==> src/common/obj_pkg.sv <==
// object engine package with shared widths, table layout and colour constants
package obj_pkg;

    typedef logic [15:0] vram_word_t;   // vram and table word
    typedef logic [16:0] vram_addr_t;   // vram word address
    typedef logic [ 9:0] frame_addr_t;  // object index + word select
    typedef logic [ 7:0] line_addr_t;   // half + entry + word select
    typedef logic [ 8:0] vpos_t;        // line number
    typedef logic [ 8:0] hpos_t;        // pixel column
    typedef logic [19:0] rom_addr_t;    // tile code + row
    typedef logic [31:0] rom_word_t;    // eight 4bpp pixels
    typedef logic [ 8:0] pxl_t;         // palette in 8:4, colour in 3:0

    localparam int MAX_OBJ       = 256;  // objects per frame
    localparam int LINE_OBJ      = 32;   // objects per line
    localparam int WORDS_PER_OBJ = 4;
    localparam int FRAME_WORDS   = MAX_OBJ * WORDS_PER_OBJ;

    // word order inside a table entry
    localparam logic [1:0] WORD_X    = 2'd0;
    localparam logic [1:0] WORD_Y    = 2'd1;  // row to draw in the line list
    localparam logic [1:0] WORD_CODE = 2'd2;
    localparam logic [1:0] WORD_ATTR = 2'd3;  // pal 4:0, hflip 5, vflip 6

    localparam logic [7:0] END_ATTR = 8'hFF;            // attr high byte, table end
    localparam vram_word_t END_WORD = {END_ATTR, 8'h00};

    localparam logic [3:0] TRANSP_COLOR = 4'd15;  // never drawn
    localparam pxl_t       BLANK_PXL    = '1;     // empty buffer pixel

endpackage

==> src/obj/obj_draw.sv <==
// object drawer, fetches tile rows from rom and writes the line buffer
`timescale 1ns/1ps

module obj_draw (
    input  logic                clk,
    input  logic                rst_n,
    input  logic                start,
    output obj_pkg::line_addr_t line_addr,
    input  obj_pkg::vram_word_t line_data,
    output obj_pkg::rom_addr_t  rom_addr,
    output logic                rom_half,
    input  obj_pkg::rom_word_t  rom_data,
    output logic                rom_cs,
    input  logic                rom_ok,
    output obj_pkg::hpos_t      buf_addr,
    output obj_pkg::pxl_t       buf_data,
    output logic                buf_wr
);
    import obj_pkg::*;

    typedef enum logic [1:0] {
        IDLE,
        READ,   // four entry words
        FETCH,  // rom row half
        WRITE   // eight pixels
    } state_t;

    state_t     state;
    logic       half;     // list half, opposite of the line table
    logic [4:0] entry;
    logic [2:0] wcnt;     // read step
    logic [1:0] wsel;
    logic       second;   // right half of the tile
    logic [2:0] pcnt;     // pixel in the word
    hpos_t      x;
    logic [3:0] row;
    vram_word_t code;
    logic [4:0] pal;
    logic       hflip;
    rom_word_t  pix;      // pixel shifter
    logic [3:0] color;

    assign wsel      = wcnt[1:0] - 2'd1;
    assign line_addr = {half, entry, wcnt[1:0]};

    assign rom_addr = {code, row};
    assign rom_half = second ^ hflip;  // mirrored halves under hflip
    assign rom_cs   = state == FETCH;

    assign color    = hflip ? pix[31:28] : pix[3:0];
    assign buf_addr = x + hpos_t'({second, pcnt});  // wraps at 512
    assign buf_data = {pal, color};
    assign buf_wr   = state == WRITE && color != TRANSP_COLOR;

    always_ff @(posedge clk or negedge rst_n) begin
        if (!rst_n) begin
            state  <= IDLE;
            half   <= 1'b1;  // first start flips to the unwritten half
            entry  <= '0;
            wcnt   <= '0;
            second <= 1'b0;
            pcnt   <= '0;
        end else if (start) begin
            half  <= ~half;
            entry <= '0;
            wcnt  <= '0;
            state <= READ;
        end else begin
            case (state)
                READ: begin
                    wcnt <= wcnt + 1'b1;
                    if (wcnt == 3'd4) begin  // attr word arriving
                        second <= 1'b0;
                        state  <= line_data[15:8] == END_ATTR ? IDLE : FETCH;
                    end
                end
                FETCH: begin
                    pcnt <= '0;
                    if (rom_ok) state <= WRITE;
                end
                WRITE: begin
                    pcnt <= pcnt + 1'b1;
                    if (pcnt == 3'd7) begin
                        if (!second) begin
                            second <= 1'b1;
                            state  <= FETCH;
                        end else if (entry == 5'(LINE_OBJ - 1)) begin
                            state <= IDLE;   // list full
                        end else begin
                            entry <= entry + 1'b1;
                            wcnt  <= '0;
                            state <= READ;
                        end
                    end
                end
                default: state <= IDLE;
            endcase
        end
    end

    // entry payload and pixel shifter
    always_ff @(posedge clk) begin
        if (state == READ && wcnt != 3'd0) begin
            case (wsel)
                WORD_X:    x    <= line_data[8:0];
                WORD_Y:    row  <= line_data[3:0];  // row already flipped
                WORD_CODE: code <= line_data;
                default: begin
                    pal   <= line_data[4:0];
                    hflip <= line_data[5];
                end
            endcase
        end
        if (state == FETCH && rom_ok) pix <= rom_data;
        else if (state == WRITE) pix <= hflip ? pix << 4 : pix >> 4;
    end

endmodule

==> config.mk <==
export PLATFORM = sky130hd
export DESIGN_NAME = obj_draw
export DESIGN_NICKNAME = d
export VERILOG_FILES = /design/src/common/obj_pkg.sv /design/src/obj/obj_draw.sv
export SDC_FILE = /design/constraint.sdc
export NUM_CORES = 1
export LEC_CHECK = 0
export ABC_CLOCK_PERIOD_IN_PS = 3700
export BUFFER_PORTS_ARGS = -buffer_cell sky130_fd_sc_hd__buf_4
export CAP_MARGIN = 20
export CELL_PAD_IN_SITES_DETAIL_PLACEMENT = 0
export CELL_PAD_IN_SITES_GLOBAL_PLACEMENT = 1
export CORE_MARGIN = 10
export CORE_UTILIZATION = 30
export DETAILED_ROUTE_END_ITERATION = 7
export GPL_TIMING_DRIVEN = 0
export PLACE_DENSITY_LB_ADDON = 0.12
export SYNTH_ARGS = -nofsm -noshare
export SYNTH_HDL_FRONTEND = slang
export SYNTH_SLANG_ARGS = --single-unit
==> constraint.sdc <==
create_clock -name clk -period 3.7 [get_ports clk]
set_clock_uncertainty 0.2 [all_clocks]
set_input_delay 0.185 -clock clk [delete_from_list [all_inputs] [get_ports clk]]
set_output_delay 0.185 -clock clk [all_outputs]
set_load 0.03 [all_outputs]
==> out/results.ini <==
[detailed_routing]
route.detailed.drc=0
drtPass1Iterations=4
drt-total-wl_mm=10.9
viasPerCell=4.60
ant_nets=0
drtIter0Drc=170
wl_per_cell_um=16.7
vias=2996

[logic_synthesis]
synth_warnings=0
synth.most_common_cell=edfxtp_1
ys_top_cells_by_area=edfxtp_1, dfrtp_1, mux2i_1, nand2_1, ha_1
synthTopCellsByCount=edfxtp_1, nand2_1, o21ai_0, mux2i_1, dfrtp_1
synth_cell_types=40
synthArstFlopShare_pct=18.3
yosysTopAreaCellShare_pct=52.1
synth-seq-area-share_pct=61.9
syn_avg_cell_area_um2=12.3
synth_area_mm2=0.00386
syn-num-nets=379
ys.flop_type=edfxtp_1
synthCells=313
synth_largest_area_cell=edfxtp_1
synth_edf_count=67
ys_ff_latch=82

[floorplanning]
ios=101
dieArea_mm2=0.0178
row_count=41
die_y_um=133
start_util_pct=30.6
die_w_um=133
core_area_mm2=0.0126

[clock_network]
clkSinkCount=82
tritoncts=done
insertion_delay_ps=340
clockBufferDepth=2
cts-buffers-inserted=9
cts-root-buf=clkbuf_16
htree_levels=3
clk_pin_slew_ps=60
cts_setup_buffers=0

[worst_setup_path]
arrival_ps=2210
cpPeakStageDelay_ps=500
cp_slowest_cell=dfrtp_1
worst-setup-path-type=reg2out
required_ps=3310
cp-end-kind=output port
path_cells=ha_1 > a21oi_1 > a2bb2oi_1 > xnor2_1 > buf_4
path_max_fanout=8
r2r_slack_ps=1280
critPathLaunchType=register

[grt]
grt_pass1_vias=3223
grt.overflow.total=0
antenna_found_initial=0
grt_max_degree=33
grt_pass1_wl_mm=17.3
grt_use_total_pct=12.3

[run]
cap_violations=0

[timing]
maxSlewViolCount=0
worstMarginPinSlew_ps=946
hold_ws_ps=42.7
hold_viol=0
max_freq_mhz=385
fin_crit_sh_pct=70.2
slew_headroom_pct=36.8
setup_viol=0
fin_ws_ps=1100
rsz0062_at_grt=no
period_needed_ps=2600

[outcome]
outcome=finished clean

[power_and_ir_drop]
p_leak_nw=2.32
powerDensity_mw_per_mm2=536
vdd_drop_max_mv=0.273

[finish]
layout.nets=540
drive_above_1_share_pct=27.8
diodes=0
fin_cells=651
area_growth_pct=46.2

[placed_design]
gp_congestion=0.779
port_buffers=100
hpwlAfterDp_mm=7.83
dpl.cell_count=585
place_ws_ps=1260

[min_path]
hold_class=in2async

## layout make-up
type	instances	area [um2]
fill	1216	6980
sequential	82	2390
multi-input combinational	208	1370
timing repair buffer	150	1250
clock buffer	14	274
tap	172	215
buffer	17	82.6
clock inverter	2	35.0
inverter	6	22.5
## final timing paths
| path | from | to | cells past startpoint |
|---|---|---|---|
| max | second$_DFFE_PN0P_ | buf_addr[5] | 5 |
| min in group clk | rom_ok | state[0]$_DFFE_PN0P_ | 4 |
| max reg2reg | state[0]$_DFFE_PN0P_ | pix[12]$_DFFE_PP_ | 4 |
| min reg2reg | half$_DFFE_PN1P_ | half$_DFFE_PN1P_ | 1 |
| max in group asynchronous | rst_n | half$_DFFE_PN1P_ | 2 |
| min | rst_n | wcnt[1]$_DFFE_PN0P_ | 2 |
## registers in the layout, indices dropped and copies added (netlist names)
| register | count |
|---|---|
| pcnt | 3 |
| entry | 5 |
| second | 1 |
| state | 2 |
| row | 4 |
| pix | 32 |
| code | 16 |
| half | 1 |
| x | 9 |
| hflip | 1 |
| pal | 5 |
| wcnt | 3 |
## where the power goes
group	switching, W	internal [W]
Clock	0.000346	0.000578
Combinational	0.000511	0.000353
Sequential	0.0000808	0.00116
## critical path, delay by kind of cell (launching register included)
kind	cells	cell delay [ps]
buf+inv	1	180
xor+xnor	1	150
fa+ha+maj	1	410
flops	1	500
compound gates	2	630
## cell usage in the layout (no fill, tap or decap), types with 4 or more instances in the layout
master,count
a21oi_1,9
buf_2,6
buf_4,103
clkbuf_1,9
clkbuf_16,9
dfrtp_1,14
dlygate4sd3_1,50
edfxtp_1,67
ha_1,13
inv_1,6
mux2_2,5
mux2i_1,25
nand2_1,54
nand3_1,11
nand3b_1,6
nand4_1,7
nor2_1,4
o21ai_0,32
xor2_1,6
## timing repair
action | CTS | global route
hold buffers | 50 | 0
hold endpoints to repair | 83 | 0
resized for setup | 0 | 0
## routing by layer
layer  share of wire, %  track usage (%)  up-vias
met5                  0                0        -
met4                1.0             3.81        0
met3                4.1             3.53        6
met2                 49             20.3       63
met1                 46             15.1     1456
li1                   -                -     1471
## logic make-up (layout without fill, tap and decap cells)
group                    Yosys count  in the layout  synth area share [%]
XOR/XNOR                           8              8                  1.82
flip-flops                        82             82                  61.9
AND/OR/NAND/NOR                  100            100                  12.6
adder cells (fa/ha/maj)           14             14                  4.73
buffers and inverters             23            189                  2.72
AO/OA/AOI/OAI                     56             56                  8.30
multiplexers                      30             30                  7.94
## metrics by stage
step / utilization [%] / instance area [um2] / power, W / TNS, ps
after floorplan: - / 3860 / 0.00177 / 0
after global placement: 38.2 / 4830 / 0.00208 / -945
after detailed placement: 38.3 / 4830 / 0.00209 / 0
after CTS: 44.7 / 5640 / 0.00307 / 0
after global routing: 44.7 / 5640 / 0.00319 / 0
final: 44.7 / 5640 / 0.00303 / 0
Power figures use the tool's default switching activity.
